### config.mk
export PLATFORM = sky130hd
export DESIGN_NAME = ex_branch_unit
export DESIGN_NICKNAME = d
export VERILOG_FILES = /design/src/hw/ex_pkg.sv /design/src/hw/ex_branch_unit.sv
export VERILOG_INCLUDE_DIRS = /design/src /design/src/hw
export SDC_FILE = /design/constraint.sdc
export NUM_CORES = 1
export LEC_CHECK = 0
export BUFFER_PORTS_ARGS = -buffer_cell sky130_fd_sc_hd__buf_2
export CAP_MARGIN = 5
export CORE_AREA = 2 2 97 99
export DETAILED_ROUTE_END_ITERATION = 12
export DIE_AREA = 0 0 99 101
export PLACE_DENSITY = 0.38
export RECOVER_POWER = 25
export SLEW_MARGIN = 10
export SYNTH_ARGS = -nofsm -noshare
export SYNTH_HDL_FRONTEND = slang
export SYNTH_SLANG_ARGS = --single-unit
### constraint.sdc
create_clock -name vclk -period 2.2
set_input_delay 0.44 -clock vclk [all_inputs]
set_output_delay 0.44 -clock vclk [all_outputs]
set_load 0.01 [all_outputs]
### src/hw/ex_settings.svh
//==================================================
// Execute stage widths and constants
// Multiplier depth, slice width and halt encoding
//==================================================
`ifndef EX_SETTINGS_SVH
`define EX_SETTINGS_SVH

// Operand and result width
`define EX_DATA_WIDTH 64

// Destination register number width
`define EX_REG_BITS 5

// Pattern-history index width
`define EX_HISTORY_BITS 8

// Number of multiplier stages
// The design also works with 2 or 8
`define EX_MULT_STAGES 4
`define EX_MULT_SLICE_WIDTH (`EX_DATA_WIDTH / `EX_MULT_STAGES)

// Instruction word that stops the machine
`define EX_HALT_INSTRUCTION 32'h0000_0555

// ALU result for an undecodable function
`define EX_ALU_MARKER 64'hdead_beef_baad_beef

`endif

### src/hw/ex_pkg.sv
//==================================================
// Execute stage types
// ALU opcodes, branch result codes and the issue,
// memory return, retire and multiplier tag structs
//==================================================
`default_nettype none

`include "ex_settings.svh"

package ex_pkg;

  typedef enum logic [3:0] {
    alu_addq   = 4'h0,
    alu_subq   = 4'h1,
    alu_and    = 4'h2,
    alu_bic    = 4'h3,
    alu_bis    = 4'h4,
    alu_ornot  = 4'h5,
    alu_xor    = 4'h6,
    alu_eqv    = 4'h7,
    alu_srl    = 4'h8,
    alu_sll    = 4'h9,
    alu_sra    = 4'ha,
    alu_cmpult = 4'hb,
    alu_cmpeq  = 4'hc,
    alu_cmpule = 4'hd,
    alu_cmplt  = 4'he,
    alu_cmple  = 4'hf
  } alu_func_e;

  typedef enum logic [1:0] {
    branch_none      = 2'b00,
    branch_taken     = 2'b01,
    branch_not_taken = 2'b10,
    branch_halt      = 2'b11
  } branch_result_e;

  typedef struct packed {
    logic                         valid;
    logic                         is_mult;
    logic                         is_branch;
    alu_func_e                    alu_func;
    // Bit 2 negates, bits 1..0 pick lbc, eq, lt, le
    logic [2:0]                   br_func;
    logic [`EX_DATA_WIDTH-1:0]    opa;
    logic [`EX_DATA_WIDTH-1:0]    opb;
    logic [`EX_DATA_WIDTH-1:0]    npc;
    logic [`EX_REG_BITS-1:0]      dest_reg;
    logic [31:0]                  ir;
    logic                         predicted_taken;
    logic [`EX_HISTORY_BITS-1:0]  pht_idx;
  } ex_issue_t;

  typedef struct packed {
    logic                       valid;
    logic [`EX_REG_BITS-1:0]    tag;
    logic [`EX_DATA_WIDTH-1:0]  value;
  } ex_mem_t;

  typedef struct packed {
    logic                         valid;
    logic [`EX_DATA_WIDTH-1:0]    npc;
    logic [`EX_REG_BITS-1:0]      dest_reg;
    logic [`EX_DATA_WIDTH-1:0]    result;
    logic                         mispredict;
    branch_result_e               branch_result;
    logic [`EX_HISTORY_BITS-1:0]  pht_idx;
  } ex_retire_t;

  // Rides alongside each product through the multiplier
  typedef struct packed {
    logic [`EX_DATA_WIDTH-1:0]  npc;
    logic [`EX_REG_BITS-1:0]    dest_reg;
  } mult_tag_t;

endpackage

`default_nettype wire

### src/hw/ex_branch_unit.sv
//==================================================
// Branch condition and result code
// Mispredict check and halt detection
//==================================================
`default_nettype none

`include "ex_settings.svh"

module ex_branch_unit
  import ex_pkg::*;
(
  input  ex_issue_t       issue,
  output logic            mispredict,
  output branch_result_e  branch_result
);

  logic cond;
  logic taken;

  // br_func[2] negates the condition on opa
  always_comb begin
    case (issue.br_func[1:0])
      2'b00:   cond = ~issue.opa[0];
      2'b01:   cond = (issue.opa == '0);
      2'b10:   cond = issue.opa[`EX_DATA_WIDTH-1];
      default: cond = issue.opa[`EX_DATA_WIDTH-1] || (issue.opa == '0);
    endcase
    taken = cond ^ issue.br_func[2];
  end

  always_comb begin
    mispredict    = 1'b0;
    branch_result = branch_none;
    if (issue.valid && issue.is_branch) begin
      branch_result = taken ? branch_taken : branch_not_taken;
      mispredict    = (taken != issue.predicted_taken);
    end else if (issue.valid && (issue.ir == `EX_HALT_INSTRUCTION)) begin
      branch_result = branch_halt;
    end
  end

  always_comb begin
    assert (!(issue.valid && issue.is_branch && issue.is_mult))
      else $error("ex_branch_unit: issue flagged as both branch and multiply");
  end

endmodule

`default_nettype wire

# Yosys cells after proc, flatten, opt, wreduce, memory -nomap -nowiden
# Index checks and enable logic that the tools add are counted.
# totals
out_inout_bits	3
in_bits	248
reg_bits	0
# classes
bitwise	2
n_mux	5
n_eq_ne	4
n_reduce_logical	5
# op_table
operator	count
64-bit logical NOT	1
32-bit by 11-bit == test with 1-bit output (second input constant)	1
2-bit 2-to-1 mux	3
1-bit case mux with 3 select lines	1
2-bit by 1-bit == test with 1-bit output (second input constant)	1
2-bit == test (second input constant)	1
1-bit logical AND	2
2-bit logical NOT	1
1-bit logical OR	1
1-bit 2-to-1 mux	1
1-bit != test	1
1-bit inverter	1
1-bit XOR	1

# Logic depth before layout (Yosys ltp)
# depth
ltp_word	6
mapped_depth	6
mapped_depth_nobuf	5

# Least setup slack after synthesis
# OpenSTA, ideal clock, no wires.
# synth_path
path_type	input -> output
from	input port issue[237] in the netlist's numbering
to	output port mispredict
n_path_buf	0
setup_slack_ns	0.150
cell_stages	5
arrival_ns	1.610
required_ns	1.760
cell_sequence	nor4_1 -> nand4_1 -> nor3_4 -> a2111oi_2 -> or3_1
# synth_between
elab_chain_cells	6
# synth_lines
element	line_no	text
start: declaration	ex_branch_unit.sv:12	input ex_issue_t issue,
64-bit logical NOT	ex_branch_unit.sv:24, ex_branch_unit.sv:26	
1-bit logical OR	ex_branch_unit.sv:26	default: cond = issue.opa[`EX_DATA_WIDTH-1] || (issue.opa == '0);
1-bit case mux with 3 select lines (*)	ex_branch_unit.sv:22	case (issue.br_func[1:0])
1-bit XOR (*)	ex_branch_unit.sv:28	taken = cond ^ issue.br_func[2];
1-bit != test (*)	ex_branch_unit.sv:36	mispredict = (taken != issue.predicted_taken);
1-bit 2-to-1 mux (*)	ex_branch_unit.sv:34	if (issue.valid && issue.is_branch) begin
end: declaration	ex_branch_unit.sv:13	output logic mispredict,
# Every way passes the cells marked *; elsewhere a longest branch is shown, timed or not.

# Worst setup path in the final report
# layout_path
from	input port issue[181] in the netlist's numbering
to	output port mispredict
# layout_between
elab_chain_cells	6
# layout_lines
element	line_no
64-bit logical NOT (*)	ex_branch_unit.sv:24, ex_branch_unit.sv:26
1-bit logical OR	ex_branch_unit.sv:26
1-bit case mux with 3 select lines (*)	ex_branch_unit.sv:22
1-bit XOR (*)	ex_branch_unit.sv:28
1-bit != test (*)	ex_branch_unit.sv:36
1-bit 2-to-1 mux (*)	ex_branch_unit.sv:34
# Marks and branches as above.

==> out/results.tsv <==
metric	value	unit
yosysUniqueCellTypes	24	
yosysWarnings	0	
crit_end	mispredict	
critPathLaunchType	input pin	
synth-seq-area-share	0	%
cap_viol_max_count	0	
coreArea	8980	um^2
wl	2.84	mm
placed_cells	285	
min_period_over_period	101	%
diodes	0	
rsz0062_at_grt	true	
ant_nets	0	
cp_cell_sequence	buf_2 > nor4_4 > nand4_1 > nor3_4 > a2111oi_2 > or3_1 > buf_6	
violations	negative setup slack	
syn_avg_cell_area	6.54	um^2
worst_pin_slew	261	ps
min_path_type	in2out	
hold_start	issue[240]	
gp_congestion	0.650	
slowest_stage	or3_1	
synthCells	66	
synth.net_count	314	
setup_viol	1	
fin_worst_hold_slack	1320	ps
area_growth	212	%
wire_per_inst	9.96	um
finalHoldViolations	0	
netlist_area	432	um^2
end_kind	primary output	
path_depth	7	
hold_depth	4	
die_w	99	um
io_buffers	105	
grt_pass1_vias	873	
cp_num_buf_inv	2	
antenna_found_initial	0	
seq_area	0	um^2
drc	0	
power.density	129	nW/um^2
crit_fanout	2	
fmax	0.450	GHz
vias_per_cell	3.39	
drtPass1Iterations	4	
final_util	15.0	%
peakVddDrop	35.3	uV
rows	35	
layoutNonFillerInstCount	285	
die_height	101	um
required	1760	ps
grt_pass1_wl	3.91	mm
fin_tns_setup	-23.6	ps
initial_utilization	4.81	%
startpoint	issue[181]	
hpwl	2.52	mm
path_class	in2out	
final_layout_size_suffix_gt1_share	73.6	%
num_vias	967	
cp.arrival	1780	ps
status	complete, but fails checks	
dieArea	10000	um^2
finalNetCount	424	
placed_area	1110	um^2
initialDrtViolationCount	20	
fin_area	1350	um^2
ios	251	
grt_max_degree	10	
flops_and_latches	0	
holdBufCountCts	0	
clock_buffers	0	
grt-ovfl-total	0	
leakage	0.605	nW
slew_headroom	82.5	%
slew_viol_final	0	
critical_path.max_stage_delay	390	ps
grt_use_total	4.68	%
worst_slack	-23.6	ps
cp_top_family	simple AND/OR/NAND/NOR gates	
period_needed	2220	ps
metrics by stage:
stage | total power [W] | setup slack, ps
final | 0.000174 | -23.6
after CTS | 0.000147 | -101
after detailed placement | 0.000133 | -119
after global placement | 0.000131 | -162
after global routing | 0.000189 | -122
after floorplan | 0.0000331 | 150
worst min-delay path by stage:
stage                       endpoint
global placement    branch_result[1]
global route        branch_result[1]
finish              branch_result[1]
CTS                 branch_result[1]
floorplan           branch_result[1]
detailed placement  branch_result[1]
area by class of cell:
class              instances  area, um^2
fillers                 1012        7630
multi-input cells         65         578
well taps                111         139
repair buffers           109         631
metal layers:
metal	wire (um)	GRT usage (%)	up-vias
li1	-	-	503
met1	1100	6.20	424
met2	1510	8.47	40
met3	224	0.763	0
met4	0	0	0
met5	0	0	-
cells in the final DEF (no fill, tap or decap):
cell	count
and3_1	1
o211a_1	1
buf_4	4
and2_1	1
a21o_2	1
nor4b_4	1
or3_1	2
nor4bb_2	1
nor4b_1	1
buf_6	12
a2111oi_2	1
nor4bb_1	1
a21oi_1	2
nor2_1	6
nand4_1	5
a211o_2	1
nor3_1	4
nor3_4	1
nor4_4	7
nand2_1	4
nand2b_1	2
a31oi_1	1
o21ai_0	1
a2111o_1	1
buf_2	93
nor4_2	6
o211ai_1	2
nand3_1	6
nor4_1	5
cells by family after synthesis:
group                  share of synthesized area, %
AND/OR/NAND/NOR                                76.2
AO/OA/AOI/OAI                                  21.2
buffers and inverters                          2.61
timing repair:
action	in CTS	in global routing
pin swaps	7	17
cloned	0	0
setup buffers	0	0
resized for setup	12	23
endpoints found under the setup margin	3	3
power by group:
part | internal, W | total (W) | switching (W)
clock network | 0 | 0 | 0
registers | 0 | 0 | 0
logic | 0.000104 | 0.000174 | 0.0000693
total | 0.000104 | 0.000174 | 0.0000693
Yosys cell counts:
library cell,number,area share [%]
and3_1,1,1.5
o21ai_0,1,1.2
a2111o_1,1,2.6
a211o_2,1,2.3
nor3_4,1,3.8
o211ai_1,2,3.5
a21o_2,1,2.0
or3_1,2,2.9
buf_6,1,2.6
nand4_1,5,7.2
a21oi_1,2,2.3
nor4bb_1,2,4.6
o211a_1,1,2.3
nor3_1,4,4.6
nor4b_1,2,4.1
a31oi_1,1,1.5
nor4_2,1,2.9
nand2_1,4,3.5
nand2b_1,2,2.9
nor4_1,17,25
nor2_1,6,5.2
and2_1,1,1.5
a2111oi_2,1,3.5
nand3_1,6,7.0
(Power assumes the default switching activity.)
