File: src/hw/ex_settings.svh
//==================================================
// Execute stage widths and constants
// Multiplier depth, slice width and halt encoding
//==================================================
`ifndef EX_SETTINGS_SVH
`define EX_SETTINGS_SVH

// Operand and result width
`define EX_DATA_WIDTH 64

// Destination register number width
`define EX_REG_BITS 5

// Pattern-history index width
`define EX_HISTORY_BITS 8

// Number of multiplier stages
// The design also works with 2 or 8
`define EX_MULT_STAGES 4
`define EX_MULT_SLICE_WIDTH (`EX_DATA_WIDTH / `EX_MULT_STAGES)

// Instruction word that stops the machine
`define EX_HALT_INSTRUCTION 32'h0000_0555

// ALU result for an undecodable function
`define EX_ALU_MARKER 64'hdead_beef_baad_beef

`endif

File: src/hw/ex_pkg.sv
//==================================================
// Execute stage types
// ALU opcodes, branch result codes and the issue,
// memory return, retire and multiplier tag structs
//==================================================
`default_nettype none

`include "ex_settings.svh"

package ex_pkg;

  typedef enum logic [3:0] {
    alu_addq   = 4'h0,
    alu_subq   = 4'h1,
    alu_and    = 4'h2,
    alu_bic    = 4'h3,
    alu_bis    = 4'h4,
    alu_ornot  = 4'h5,
    alu_xor    = 4'h6,
    alu_eqv    = 4'h7,
    alu_srl    = 4'h8,
    alu_sll    = 4'h9,
    alu_sra    = 4'ha,
    alu_cmpult = 4'hb,
    alu_cmpeq  = 4'hc,
    alu_cmpule = 4'hd,
    alu_cmplt  = 4'he,
    alu_cmple  = 4'hf
  } alu_func_e;

  typedef enum logic [1:0] {
    branch_none      = 2'b00,
    branch_taken     = 2'b01,
    branch_not_taken = 2'b10,
    branch_halt      = 2'b11
  } branch_result_e;

  typedef struct packed {
    logic                         valid;
    logic                         is_mult;
    logic                         is_branch;
    alu_func_e                    alu_func;
    // Bit 2 negates, bits 1..0 pick lbc, eq, lt, le
    logic [2:0]                   br_func;
    logic [`EX_DATA_WIDTH-1:0]    opa;
    logic [`EX_DATA_WIDTH-1:0]    opb;
    logic [`EX_DATA_WIDTH-1:0]    npc;
    logic [`EX_REG_BITS-1:0]      dest_reg;
    logic [31:0]                  ir;
    logic                         predicted_taken;
    logic [`EX_HISTORY_BITS-1:0]  pht_idx;
  } ex_issue_t;

  typedef struct packed {
    logic                       valid;
    logic [`EX_REG_BITS-1:0]    tag;
    logic [`EX_DATA_WIDTH-1:0]  value;
  } ex_mem_t;

  typedef struct packed {
    logic                         valid;
    logic [`EX_DATA_WIDTH-1:0]    npc;
    logic [`EX_REG_BITS-1:0]      dest_reg;
    logic [`EX_DATA_WIDTH-1:0]    result;
    logic                         mispredict;
    branch_result_e               branch_result;
    logic [`EX_HISTORY_BITS-1:0]  pht_idx;
  } ex_retire_t;

  // Rides alongside each product through the multiplier
  typedef struct packed {
    logic [`EX_DATA_WIDTH-1:0]  npc;
    logic [`EX_REG_BITS-1:0]    dest_reg;
  } mult_tag_t;

endpackage

`default_nettype wire

File: src/hw/ex_result_arbiter.sv
//==================================================
// Retire bus arbiter
// Memory over multiplier over ALU/branch, with
// issue stall and multiplier hold
//==================================================
`default_nettype none

`include "ex_settings.svh"

module ex_result_arbiter
  import ex_pkg::*;
(
  input  logic                       alu_valid,
  input  logic [`EX_DATA_WIDTH-1:0]  alu_result,
  input  ex_issue_t                  alu_issue,
  input  logic                       mispredict,
  input  branch_result_e             branch_result,
  input  logic                       mult_valid,
  input  logic [`EX_DATA_WIDTH-1:0]  mult_product,
  input  mult_tag_t                  mult_tag,
  input  ex_mem_t                    mem_in,
  output ex_retire_t                 retire,
  output logic                       stall,
  output logic                       mult_hold
);

  always_comb begin
    retire.pht_idx = alu_issue.pht_idx;
    stall          = 1'b0;
    mult_hold      = 1'b0;
    if (mem_in.valid) begin
      // Memory returns carry no PC of their own
      retire.valid         = 1'b1;
      retire.npc           = '0;
      retire.dest_reg      = mem_in.tag;
      retire.result        = mem_in.value;
      retire.mispredict    = 1'b0;
      retire.branch_result = branch_none;
      stall                = 1'b1;
      mult_hold            = mult_valid;
    end else if (mult_valid) begin
      retire.valid         = 1'b1;
      retire.npc           = mult_tag.npc;
      retire.dest_reg      = mult_tag.dest_reg;
      retire.result        = mult_product;
      retire.mispredict    = 1'b0;
      retire.branch_result = branch_none;
      stall                = 1'b1;
    end else begin
      retire.valid         = alu_valid;
      retire.npc           = alu_issue.npc;
      retire.dest_reg      = alu_issue.dest_reg;
      retire.result        = alu_result;
      retire.mispredict    = mispredict;
      retire.branch_result = branch_result;
    end
  end

  always_comb begin
    assert (!retire.mispredict ||
            (retire.branch_result inside {branch_taken, branch_not_taken}))
      else $error("ex_result_arbiter: mispredict on a non-branch result");
  end

endmodule

`default_nettype wire

File: config.mk
export PLATFORM = sky130hd
export DESIGN_NAME = ex_result_arbiter
export DESIGN_NICKNAME = d
export VERILOG_FILES = /design/src/hw/ex_pkg.sv /design/src/hw/ex_result_arbiter.sv
export VERILOG_INCLUDE_DIRS = /design/src /design/src/hw
export SDC_FILE = /design/constraint.sdc
export NUM_CORES = 1
export LEC_CHECK = 0
export ABC_AREA = 1
export BUFFER_PORTS_ARGS = -buffer_cell sky130_fd_sc_hd__buf_2
export CORE_AREA = 2 2 261 263
export DETAILED_ROUTE_END_ITERATION = 16
export DIE_AREA = 0 0 263 265
export PLACE_DENSITY = 0.3
export SYNTH_ARGS = -nofsm -noshare
export SYNTH_HDL_FRONTEND = slang
export SYNTH_SLANG_ARGS = --single-unit
File: constraint.sdc
create_clock -name vclk -period 0.85
set_input_delay 0.0425 -clock vclk [all_inputs]
set_output_delay 0.0425 -clock vclk [all_outputs]
set_load 0.05 [all_outputs]
**Word-level counts from Yosys, hierarchy flattened**

Index checks and enable logic that the tools add are counted.
Widths: inputs -> output; s select.

- Register bits: 0
- Latch bits: 0
- RAM bits: 0
- Bits in read-only memories: 0
- Input bits: 520
- Output and inout bits: 147
- Word-level logic and storage cells: 5
- Memories kept: 0

- Add/sub/neg operators: 0
- $mul: 0
- Div/mod/pow operators: 0
- $lt $le $gt $ge: 0
- Equal/unequal tests: 0
- Shift-type cells: 0
- Mux-type cells: 5
- Bitwise logic cells: 0
- Reduce and logical (&&, ||, !) cells: 0

Operators by type and width:

| cell | count |
|---|---|
| $mux 137 | 2 |
| $mux 1 | 3 |

**Longest topological paths before layout**

- Word-level depth: 2
- Gate-level depth with buffers: 7
- Mapped depth without buffers: 4

**Worst setup path before layout**

Ideal clock, no wire load.

- Path type: in2out
- Start point: input mult_valid
- End point: output retire[143] (netlist bit)
- Arrival time: 1.197 ns
- Data required time: 0.808 ns
- Path slack: -0.390 ns
- Stages on the path: 6
- Buffers on the path: 3
- Cells stage by stage: buf_6 inv_2 buf_6 buf_6 nor2_1 nor2_1

RTL lines:

| item | RTL line | source |
|---|---|---|
| start, declared | ex_result_arbiter.sv:18 | `input logic mult_valid,` |
| end, declared | ex_result_arbiter.sv:22 | `output ex_retire_t retire,` |

==> summary.md <==
| Metric | Value |
|---|---|
| Mapped cell area | `0.00316 sq mm` |
| Crit path cell chain | `buf_16 > inv_16 > buf_16 > buf_4 > nand2_2 > or2_4 > buf_4` |
| Synth area leaders | `nand2_1 34%, inv_1 17%, nor2_1 15%` |
| CP Max Fanout | `9` |
| Dominant cell type by area after synthesis | `nand2_1` |
| M3 GR Usage | `3.32%` |
| CP Class | `in2out` |
| Crit-path slowest cell | `or2_4` |
| Finish-stage setup viols | `139` |
| Worst Tran Pin Value | `380 ps` |
| Row count | `95` |
| WHS | `85.1 ps` |
| Post-Layout Cell Count | `2,141` |
| Setup ws final | `-230 ps` |
| Power density cells | `731 mW/mm^2` |
| Initial antenna violation count | `19` |
| Fmax | `926 MHz` |
| Period utilization | `127%` |
| MaxCap Viol Count | `0` |
| Clock buffer count | `0` |
| HP Class | `in2out` |
| Final Hold Viols | `0` |
| Via/cell ratio | `3.08` |
| Failing checks | `setup timing` |
| Overall global routing resource usage | `9.57%` |
| Die area | `0.0697 sq mm` |
| Die height | `265 um` |
| Status | `complete, but fails checks` |
| Final Slew Violations | `0` |
| Drt drc | `0` |
| Buffers on Ports | `480` |
| Grt total ovfl | `0` |
| Crit path largest cell delay | `210 ps` |
| Drt pass-1 iters | `4` |
| Fill cell count | `7,819` |
| WL final | `38.3 mm` |
| Seq/Total Area, Yosys | `0%` |
| Crit end category | `primary output` |
| YS warnings | `0` |
| Top Ports | `667` |
| First-pass GRT wire length | `48.0 mm` |
| Pin count of the biggest net entering global routing | `75` |
| WP data arrival | `1040 ps` |
| Post-DR wirelength/cell | `17.9 um` |
| GR Util met2 | `16.1%` |
| Cells after DPL | `2,103` |
| Syn_nets | `1,267` |
| ANT nets after route | `0` |
| Initial Util | `4.72%` |
| P&R area growth vs syn | `213%` |
| Worst EP required | `810 ps` |
| Unique masters post-synth | `15` |
| Die W | `263 um` |
| Fin crit period | `1080 ps` |
| Post-layout net count | `1,784` |
| FFs & Latches | `0` |
| CP startpoint kind | `input port` |
| Avg Inst Size Synth | `4.22 sq um` |
| Layout cell share with drive strength beyond 1 | `62.8%` |
| VDD IR max | `0.317 mV` |
| Placer Congestion | `0.867` |
| Busiest layer in global routing | `met2` |
| Vias in the first global route | `6,747` |
| Core Area | `0.0668 sq mm` |
| Register area | `0 sq um` |
| Leakage | `5.20 nW` |
| Slew Limit Headroom | `74.5%` |
| HPWL after detailed placement | `28.5 mm` |
| Post-Syn Instances | `747` |
| RSZ-0062 raised after global routing | `yes` |
| Iteration-0 DRC Markers | `198` |
| Vias | `6,598` |
| Top cell type's share of synthesized area | `33.5%` |
| Met1 global-route usage | `12.0%` |
-- kinds of logic (layout without fill, tap and decap cells) --
logic type | Yosys count | in the layout | synth area share (%)
buffers and inverters | 201 | 716 | 29.5
AO/OA/AOI/OAI | 64 | 64 | 10.3
other | 0 | 6 | 0
AND/OR/NAND/NOR | 482 | 482 | 60.2
-- Yosys cell counts, drive strengths merged --
cell type	n
nor2	129
a21oi	1
clkbuf	12
nand3	69
or2	1
inv	141
nand2	283
buf	48
o21ai	63
-- path summary, 6_finish.rpt --
check	slack [ps]	from	depth (start not counted)	endpoint
setup / recovery	-230	mult_valid	7	retire[144]
hold / removal	90	alu_issue[2]	0	retire[2]
-- cells in the final DEF, fill, tap and decap left out, types with 13 or more instances in the layout --
cell     count
nor2_2      13
inv_1      139
nand2_1    194
nand2_2     81
buf_4       79
buf_8       39
nor2_4      71
nor2_1      45
nand3_1     48
nand3_2     21
buf_16      15
buf_2      339
buf_12      37
buf_6       42
o21ai_2     13
o21ai_1     35
-- where the power goes --
part	switching, mW	internal (mW)	leakage (nW)	total, mW
clock	0	0.000000830	0.0000380	0.000000830
combinational	4.28	2.95	5.20	7.22
sequential	0	0	0	0
total	4.28	2.95	5.20	7.22
-- critical path, delay by kind of cell --
family | cells | cell delay (ps)
and+or+nand+nor | 2 | 260
buffers and inverters | 5 | 690
-- metal layers --
metal	vias to the layer above	wire (um)
met4	10	727
met5	-	59
li1	3241	-
met2	405	16900
met1	2904	16900
met3	38	3670
-- cell type report --
class / count / area, sq um / area share (%)
multi-input cells: 546 / 3280 / 33.2
repair inverters: 1 / 16.3 / 0.165
diodes: 6 / 15.0 / 0.152
repair buffers: 574 / 4910 / 49.6
inverters: 141 / 572 / 5.78
well taps: 873 / 1090 / 11.1
-- through the flow --
stage / setup WS [ps] / power (mW) / area [sq um] / TNS [ps] / util, %
floorplan: -84.2 / 3.54 / 3850 / -1980 / -
global placement: -496 / 5.81 / 7880 / -42300 / 11.8
detailed placement: -547 / 5.78 / 7880 / -42690 / 11.8
CTS: -321 / 6.81 / 9100 / -27390 / 13.6
global route: -277 / 7.69 / 9870 / -27840 / 14.8
finish: -230 / 7.22 / 9880 / -20350 / 14.8
-- what timing repair did --
| action | 4_1_cts | 5_1_grt |
|---|---|---|
| resized for setup | 291 | 164 |
| pin swaps | 17 | 26 |
| buffers inserted | 7 | 3 |
| gates cloned | 11 | 12 |
| hold buffers | 0 | 0 |
| setup endpoints to repair | 139 | 139 |
Power figures use the tool's default switching activity.
