## src/hw/ex_settings.svh

```systemverilog
//==================================================
// Execute stage widths and constants
// Multiplier depth, slice width and halt encoding
//==================================================
`ifndef EX_SETTINGS_SVH
`define EX_SETTINGS_SVH

// Operand and result width
`define EX_DATA_WIDTH 64

// Destination register number width
`define EX_REG_BITS 5

// Pattern-history index width
`define EX_HISTORY_BITS 8

// Number of multiplier stages
// The design also works with 2 or 8
`define EX_MULT_STAGES 4
`define EX_MULT_SLICE_WIDTH (`EX_DATA_WIDTH / `EX_MULT_STAGES)

// Instruction word that stops the machine
`define EX_HALT_INSTRUCTION 32'h0000_0555

// ALU result for an undecodable function
`define EX_ALU_MARKER 64'hdead_beef_baad_beef

`endif

```

## src/hw/ex_pkg.sv

```systemverilog
//==================================================
// Execute stage types
// ALU opcodes, branch result codes and the issue,
// memory return, retire and multiplier tag structs
//==================================================
`default_nettype none

`include "ex_settings.svh"

package ex_pkg;

  typedef enum logic [3:0] {
    alu_addq   = 4'h0,
    alu_subq   = 4'h1,
    alu_and    = 4'h2,
    alu_bic    = 4'h3,
    alu_bis    = 4'h4,
    alu_ornot  = 4'h5,
    alu_xor    = 4'h6,
    alu_eqv    = 4'h7,
    alu_srl    = 4'h8,
    alu_sll    = 4'h9,
    alu_sra    = 4'ha,
    alu_cmpult = 4'hb,
    alu_cmpeq  = 4'hc,
    alu_cmpule = 4'hd,
    alu_cmplt  = 4'he,
    alu_cmple  = 4'hf
  } alu_func_e;

  typedef enum logic [1:0] {
    branch_none      = 2'b00,
    branch_taken     = 2'b01,
    branch_not_taken = 2'b10,
    branch_halt      = 2'b11
  } branch_result_e;

  typedef struct packed {
    logic                         valid;
    logic                         is_mult;
    logic                         is_branch;
    alu_func_e                    alu_func;
    // Bit 2 negates, bits 1..0 pick lbc, eq, lt, le
    logic [2:0]                   br_func;
    logic [`EX_DATA_WIDTH-1:0]    opa;
    logic [`EX_DATA_WIDTH-1:0]    opb;
    logic [`EX_DATA_WIDTH-1:0]    npc;
    logic [`EX_REG_BITS-1:0]      dest_reg;
    logic [31:0]                  ir;
    logic                         predicted_taken;
    logic [`EX_HISTORY_BITS-1:0]  pht_idx;
  } ex_issue_t;

  typedef struct packed {
    logic                       valid;
    logic [`EX_REG_BITS-1:0]    tag;
    logic [`EX_DATA_WIDTH-1:0]  value;
  } ex_mem_t;

  typedef struct packed {
    logic                         valid;
    logic [`EX_DATA_WIDTH-1:0]    npc;
    logic [`EX_REG_BITS-1:0]      dest_reg;
    logic [`EX_DATA_WIDTH-1:0]    result;
    logic                         mispredict;
    branch_result_e               branch_result;
    logic [`EX_HISTORY_BITS-1:0]  pht_idx;
  } ex_retire_t;

  // Rides alongside each product through the multiplier
  typedef struct packed {
    logic [`EX_DATA_WIDTH-1:0]  npc;
    logic [`EX_REG_BITS-1:0]    dest_reg;
  } mult_tag_t;

endpackage

`default_nettype wire

```

## src/hw/ex_alu.sv

```systemverilog
//==================================================
// Combinational integer ALU
// Logic, shift and compare operations on two operands
//==================================================
`default_nettype none

`include "ex_settings.svh"

module ex_alu
  import ex_pkg::*;
(
  input  alu_func_e                  func,
  input  logic [`EX_DATA_WIDTH-1:0]  opa,
  input  logic [`EX_DATA_WIDTH-1:0]  opb,
  output logic [`EX_DATA_WIDTH-1:0]  result
);

  localparam int data_width = `EX_DATA_WIDTH;
  localparam int shift_bits = $clog2(data_width);

  logic [shift_bits-1:0] shamt;

  // Shift amount is the low bits of opb only
  assign shamt = opb[shift_bits-1:0];

  // Same sign compares like unsigned, otherwise the negative one is smaller
  function automatic logic signed_lt(input logic [data_width-1:0] a,
                                     input logic [data_width-1:0] b);
    if (a[data_width-1] == b[data_width-1]) begin
      return a < b;
    end
    return a[data_width-1];
  endfunction

  always_comb begin
    case (func)
      alu_addq:   result = opa + opb;
      alu_subq:   result = opa - opb;
      alu_and:    result = opa & opb;
      alu_bic:    result = opa & ~opb;
      alu_bis:    result = opa | opb;
      alu_ornot:  result = opa | ~opb;
      alu_xor:    result = opa ^ opb;
      alu_eqv:    result = opa ^ ~opb;
      alu_srl:    result = opa >> shamt;
      alu_sll:    result = opa << shamt;
      // Logical shift, then fill the vacated top bits with the sign
      alu_sra:    result = (opa >> shamt) |
                           ({data_width{opa[data_width-1]}} << (data_width - shamt));
      alu_cmpult: result = {{(data_width-1){1'b0}}, (opa < opb)};
      alu_cmpeq:  result = {{(data_width-1){1'b0}}, (opa == opb)};
      alu_cmpule: result = {{(data_width-1){1'b0}}, (opa <= opb)};
      alu_cmplt:  result = {{(data_width-1){1'b0}}, signed_lt(opa, opb)};
      alu_cmple:  result = {{(data_width-1){1'b0}}, (signed_lt(opa, opb) || (opa == opb))};
      default:    result = `EX_ALU_MARKER;
    endcase
  end

  always_comb begin
    assert (!$isunknown(func))
      else $error("ex_alu: unknown function code");
  end

endmodule

`default_nettype wire

```

## config.mk

```make
export PLATFORM = sky130hd
export DESIGN_NAME = ex_alu
export DESIGN_NICKNAME = d
export VERILOG_FILES = /design/src/hw/ex_pkg.sv /design/src/hw/ex_alu.sv
export VERILOG_INCLUDE_DIRS = /design/src /design/src/hw
export SDC_FILE = /design/constraint.sdc
export NUM_CORES = 1
export LEC_CHECK = 0
export BUFFER_PORTS_ARGS = -buffer_cell sky130_fd_sc_hd__buf_2
export CAP_MARGIN = 20
export CORE_MARGIN = 8
export CORE_UTILIZATION = 30
export DETAILED_ROUTE_END_ITERATION = 7
export GPL_TIMING_DRIVEN = 1
export SYNTH_ARGS = -nofsm -noshare
export SYNTH_HDL_FRONTEND = slang
export SYNTH_SLANG_ARGS = --single-unit
```

## constraint.sdc

```tcl
create_clock -name vclk -period 8.4
set_input_delay 2.1 -clock vclk [all_inputs]
set_output_delay 2.1 -clock vclk [all_outputs]
set_load 0.02 [all_outputs]
```

# == Word level (Yosys, flattened, before mapping) ==
# Index checks and enable logic that the tools add are counted.
# word_totals
register_bits,0
in_bits,132
output_inout_bits,64
wordCells,43
# op_classes
n_addsub,3
order_cmp,2
n_eq_ne,17
shift,3
mux,8
bitwise_logic,8
reduce_logical,2
# op_table
op,count
case mux 64 bit (16 select lines),1
OR 64 bit,3
AND 64 bit,2
bitwise XOR 64 bit,2
adder 64 bit,1
equality test 64 bit,1
<= comparator 64 bit,1
less-than comparator 64 bit,1
NOT 64 bit,1
left shift 64 x 32 -> 64 bit,1
left shift 64 x 6 -> 64 bit,1
right shift 64 x 6 -> 64 bit,1
subtractor 64 bit,1
equality test 4 bit (second input constant),8
equality test 4 x 3 -> 1 bit (second input constant),4
equality test 4 x 2 -> 1 bit (second input constant),2
subtractor 7 x 6 -> 8 bit (first input constant),1
two-way mux 1 bit,7
equality test 4 x 1 -> 1 bit (second input constant),1
zero test 4 bit,1
equality test 1 bit,1
logical OR 1 bit,1

# == Longest topological paths before layout ==
# Gate-level depths: netlist (run 1).
# logic_depth
depth_word,7
mapped_depth,20
mapped_depth_nobuf,15

# == Worst setup path before layout (run 1) ==
# No wires, ideal clock.
# synth_timing
path_kind,input to output
from,in opb[2]
to,out result[58]
arrival_time_ns,6.557
t_required_ns,6.300
slack_ns,-0.257
cell_stages,20
path_buffers,7
path_cell_list,buf_2 -> inv_1 -> buf_2 -> buf_2 -> buf_2 -> buf_2 -> buf_1 -> ha_1 -> buf_4 -> o21bai_1 -> a2111oi_4 -> nor3_2 -> o211ai_4 -> o21ai_4 -> a211oi_4 -> nor4b_4 -> nor2_1 -> o41ai_2 -> mux2_2 -> o22ai_1
# synth_via
elab_chain_cells,4
elab_cells_between_ends,8
cone_classes,add/sub (3); shift (3); mux (1); bitwise (1)
# synth_lines
element,line,rtl
start: declaration,ex_alu.sv:14,"input logic [`EX_DATA_WIDTH-1:0] opb,"
subtractor 7 x 6 -> 8 bit,ex_alu.sv:49,({data_width{opa[data_width-1]}} << (data_width - shamt));
left shift 64 x 32 -> 64 bit,ex_alu.sv:49,
OR 64 bit,ex_alu.sv:48,alu_sra: result = (opa >> shamt) |
case mux 64 bit (16 select lines) (*),ex_alu.sv:36,case (func)
end: declaration,ex_alu.sv:15,output logic [`EX_DATA_WIDTH-1:0] result
# Mark *: on every way between the ends. The rest lies on a longest branch, timed or not.

# == Worst setup path after layout (run 1) ==
# layout_timing
from,in opa[14]
to,out result[29]
# layout_via
elab_chain_cells,3
elab_cells_between_ends,6
cone_classes,add/sub (2); shift (2); mux (1); bitwise (1)
# layout_lines
element,line,rtl
start: declaration,ex_alu.sv:13,"input logic [`EX_DATA_WIDTH-1:0] opa,"
branches (longest 2 deep; another with subtractor 64 bit),n/a,
case mux 64 bit (16 select lines) (*),ex_alu.sv:36,
# Mark *: on every way between the ends.

==> metrics.txt, run 1 <==
initial core utilization=0.301; maxcap violations=0; Iteration-0 DRC Markers=3,975; slowest cell on the critical path=nor4_2; Arrival @ worst endpoint=6.09 ns; worst slew pin tran=1.17 ns; VDD IR max=33.3 uV; synth-to-layout area growth=12.7%; pwr dens=88.0 nW/um^2; Crit Path Category=in2out; vias=27.4k; Synth Cell Area=20,600 um^2; Tmin final=8.19 ns; status=finished clean; Pre-antenna DRT Iters=6; Post-Route WL=131 mm; Site Rows=96; register area=0 um^2; die height=278 um; synthesized net count=3,424; Buffers on Ports=196; Die Wd=278 um; slew margin rel.=0.217; HPWL after detailed placement=106 mm; GRT overflow=0; postcts setup bufs=0; Overall Power=2.04 mW; Final Hold Fails=0; RSZ-0062 raised after global routing=false; synth warn=0; area fraction of the dominant cell type after synthesis=0.0931; final worst path period share=0.975; share of layout cells above drive strength 1=0.191; synth unique cells=94; Crit. End Element=output port; crit-path max FO=10; CP required=6.30 ns; GR Util All Layers=0.318; fmax=122 MHz; IO Count=196; WL/cell=31.4 um; final setup fails=0; vias per cell=6.57; Crit path top cell by count=buf_4; Final Slew Violations=0; initial antenna violation count=3; ANT nets after route=0; Hold Path Class=in2out; FFs & Latches=0; CP Cell Sequence=buf_2 -> ha_1 -> nor4_2 -> nand3_1 -> a2111oi_1 -> buf_4 -> o31ai_1 -> a21oi_1 -> o21ai_1 -> and3_1 -> o21ai_0 -> o21ai_0 -> xnor2_1 -> buf_4 -> o221ai_1 -> buf_4 -> buf_2; DRC errors left=0; Fin Setup TNS=0 ns; Core Area=68,200 um^2; Leak Pwr=9.47 nW; Syn Inst Count=3,161; largest net degree at the start of global routing=115; Post-Syn Area per Cell=6.51 um^2; CP peak stage delay=0.47 ns; area of the die=77,200 um^2; vias in the first global route=25.6k; Synth area leaders=mux4_2 9.3%, a21oi_1 8.7%, nor2_1 8.1%, ha_1 7.8%, o21ai_0 6.6%; first-pass GRT wire length=185 mm; routability congestion estimate from global placement=1.10; clk_buf instances=0; critical path launch point type=input port; Final nets=3,556; sequential area share after synthesis=0; cell taking the most area after synthesis=mux4_2
[worst max-delay path: cells and delay by family]
family | cells | cell delay [ns]
xor+xnor | 1 | 0.25
buf+inv | 5 | 0.91
fa+ha+maj | 1 | 0.34
compound gates | 7 | 1.61
simple gates | 3 | 0.88
[cells by family (layout without fill, tap and decap cells)]
| group | Yosys count | after routing | share of synthesized area |
|---|---|---|---|
| muxes | 311 | 311 | 0.209 |
| buffers and inverters | 414 | 544 | 0.0830 |
| AOI/OAI and AO/OA | 1168 | 1168 | 0.363 |
| adders and majority gates | 131 | 131 | 0.0804 |
| and+or+nand+nor | 1032 | 1032 | 0.220 |
| xor gates and xnor gates | 105 | 105 | 0.0451 |
| other | 0 | 1 | 0 |
[per-stage QoR]
step,cell area [um^2],util,instances,hold WS [ns],worst slack [ns]
floorplan,20600,-,3161,4.47,0.0612
global placement,23200,0.340,4173,4.87,0.300
detailed placement,23200,0.340,4173,4.87,0.298
CTS,23200,0.340,4173,4.87,0.255
global route,23200,0.340,4173,4.91,0.0587
finish,23200,0.340,4174,4.89,0.213
[per-layer routing]
| metal | part of all wire | global-route usage |
|---|---|---|
| met5 | 0.000099 | 0 |
| met4 | 0.052 | 0.132 |
| met3 | 0.11 | 0.0635 |
| met2 | 0.43 | 0.489 |
| met1 | 0.41 | 0.429 |
[power by group]
group	total [mW]	internal, mW	leakage (nW)	switching [mW]
Combinational	2.04	0.685	9.47	1.35
Clock	0.00000000101	0.00000000100	0.00000337	0
Sequential	0	0	0	0
Total	2.04	0.685	9.47	1.35
[synth_stat cells (all sizes together) (27+ instances only)]
| library cell | instances |
|---|---|
| a221oi | 34 |
| mux2i | 134 |
| xnor2 | 51 |
| xor2 | 54 |
| nor3 | 84 |
| a211oi | 53 |
| o31ai | 29 |
| o221ai | 27 |
| nand4 | 37 |
| nand3 | 55 |
| mux4 | 85 |
| o211ai | 36 |
| nand2 | 284 |
| a21o | 33 |
| o22ai | 51 |
| a21oi | 358 |
| nor2 | 447 |
| o21bai | 46 |
| ha | 129 |
| clkbuf | 172 |
| mux2 | 92 |
| a32oi | 53 |
| o21ai | 294 |
| buf | 97 |
| inv | 144 |
[layout by cell type, fill, tap and decap left out, drive strengths merged, types with 33 or more instances in the layout]
master,n
xor2,54
nor3,84
inv,143
mux2i,134
o21bai,46
a21o,33
nor2,447
nand2,284
nand4,37
a21oi,358
nand3,55
buf,398
mux2,92
o22ai,51
a221oi,34
mux4,85
ha,129
a211oi,53
xnor2,51
o21ai,294
a32oi,53
o211ai,36
[layout make-up]
cell class	instances	area [um^2]
fillers	7636	45000
multi-input cells	2747	18900
repair buffers	399	2630
well taps	882	1100
inverters	145	548
diodes	1	2.50
[worst paths after layout]
check / start / to / slack, ns / cells past startpoint
worst max-delay path: opa[14] / result[29] / 0.21 / 17
worst min-delay path: opb[31] / result[31] / 4.89 / 5
[repair_timing]
item / in CTS / in global routing
setup endpoints to repair: 0 / 2
hold buffers: 0 / 0
resized for setup: 0 / 2
No activity file was read; power rests on OpenSTA's default activity.
==> run 2: changes to the inputs <==
==> constraint.sdc (replaced) <==
create_clock -name vclk -period 8.4
set_input_delay 0.84 -clock vclk [all_inputs]
set_output_delay 0.84 -clock vclk [all_outputs]
set_load 0.02 [all_outputs]
==> metrics.txt, run 2 (same netlist as run 1, synthesis figures left out) <==
Core Area=68,200 um^2; Hold Startpoint=opb[62]; DRC errors left=0; CP required=7.56 ns; register area=0 um^2; worst slew pin tran=1.14 ns; GRT overflow=0; Site Rows=96; leading cell types in the layout, fill and taps excluded=444 x nor2_1, 358 x a21oi_1, 284 x nand2_1; Buffers on Ports=196; final worst path period share=0.787; Die Wd=278 um; Iteration-0 DRC Markers=4,049; area of the die=77,200 um^2; vias=26.8k; Worst Setup SP=opb[0]; die height=278 um; Post-Route WL=126 mm; Hold EP=result[63]; RSZ-0062 raised after global routing=false; DR WL met2=55.3 mm; vias in the first global route=24.9k; Crit Path Category=in2out; Crit. End Element=output port; vias per cell=6.66; Hold Path Class=in2out; Hold Path Depth=5; crit-path max FO=84; ANT nets after route=0; Final nets=3,407; slew margin rel.=0.241; Tmin final=6.61 ns; largest net degree at the start of global routing=109; highest metal layer with signal wires=met5; FFs & Latches=0; most common cell after layout, fill and taps aside=nor2_1; postcts setup bufs=0; synth-to-layout area growth=6.92%; Pre-antenna DRT Iters=6; routability congestion estimate from global placement=1.05; M1 WL=50.5 mm; WL/cell=31.3 um; Arrival @ worst endpoint=5.77 ns; critical path launch point type=input port; fmax=151 MHz; GR Util All Layers=0.305; final setup fails=0; status=finished clean; maxcap violations=0; routed length on met3=14.0 mm; first-pass GRT wire length=179 mm; initial core utilization=0.301; Fin Setup TNS=0 ns; post-CTS resize count=0; cts hold-fix bufs=0; Final Hold Fails=0; IO Count=196; Final Slew Violations=0; clk_buf instances=0; HPWL after detailed placement=100 mm; share of layout cells above drive strength 1=0.152; initial antenna violation count=6
run 2: cell types whose count changed in the layout (fill, tap and decap cells not counted), moves of 2 or more:
| cell | before | now |
|---|---|---|
| a2111oi_0 | 8 | 10 |
| a2111oi_1 | 3 | 1 |
| buf_12 | 8 | 3 |
| buf_4 | 200 | 55 |
run 2: critical path: stages:
cell,delay (ns)
clkbuf_8,0.54
buf_12,0.48
inv_1,0.22
ha_1,0.33
xnor2_1,0.56
nand3_1,0.27
nor2_1,0.48
o21ai_0,0.16
a32o_1,0.30
a221oi_1,0.77
o21ai_0,0.22
nand2_1,0.11
o221ai_1,0.13
buf_2,0.22
run 2: metrics by stage:
stage               instances   util  hold WS (ns)  setup WS [ns]  area, um^2
finish                   4026  0.322          2.37           1.79       22000
global route             4024  0.322          2.40           1.61       22000
CTS                      4023  0.322          2.37           1.76       22000
detailed placement       4023  0.322          2.36           1.76       22000
global placement         4023  0.322          2.38           1.86       22000
floorplan                3161      -          1.95           2.26       20600
run 2: final cells by class:
class              instances  area (um^2)
inverters                145          548
multi-input cells       2747        18900
fillers                 7691        46200
diodes                     2         5.00
repair buffers           250         1450
well taps                882         1100
run 2: routing by layer:
metal,GRT usage,vias up
met2,0.482,1807
met3,0.0584,300
met1,0.405,13000
met5,0,-
met4,0.121,4
li1,-,11700
run 2: worst max-delay path by stage:
stage | to | slack (ns) | cells after the start
6_report | result[46] | 1.79 | 14
3_5_place_dp | result[62] | 1.76 | 16
4_1_cts | result[62] | 1.76 | 16
5_1_grt | result[46] | 1.61 | 14
3_3_place_gp | result[62] | 1.86 | 16
2_1_floorplan | result[58] | 2.26 | 20
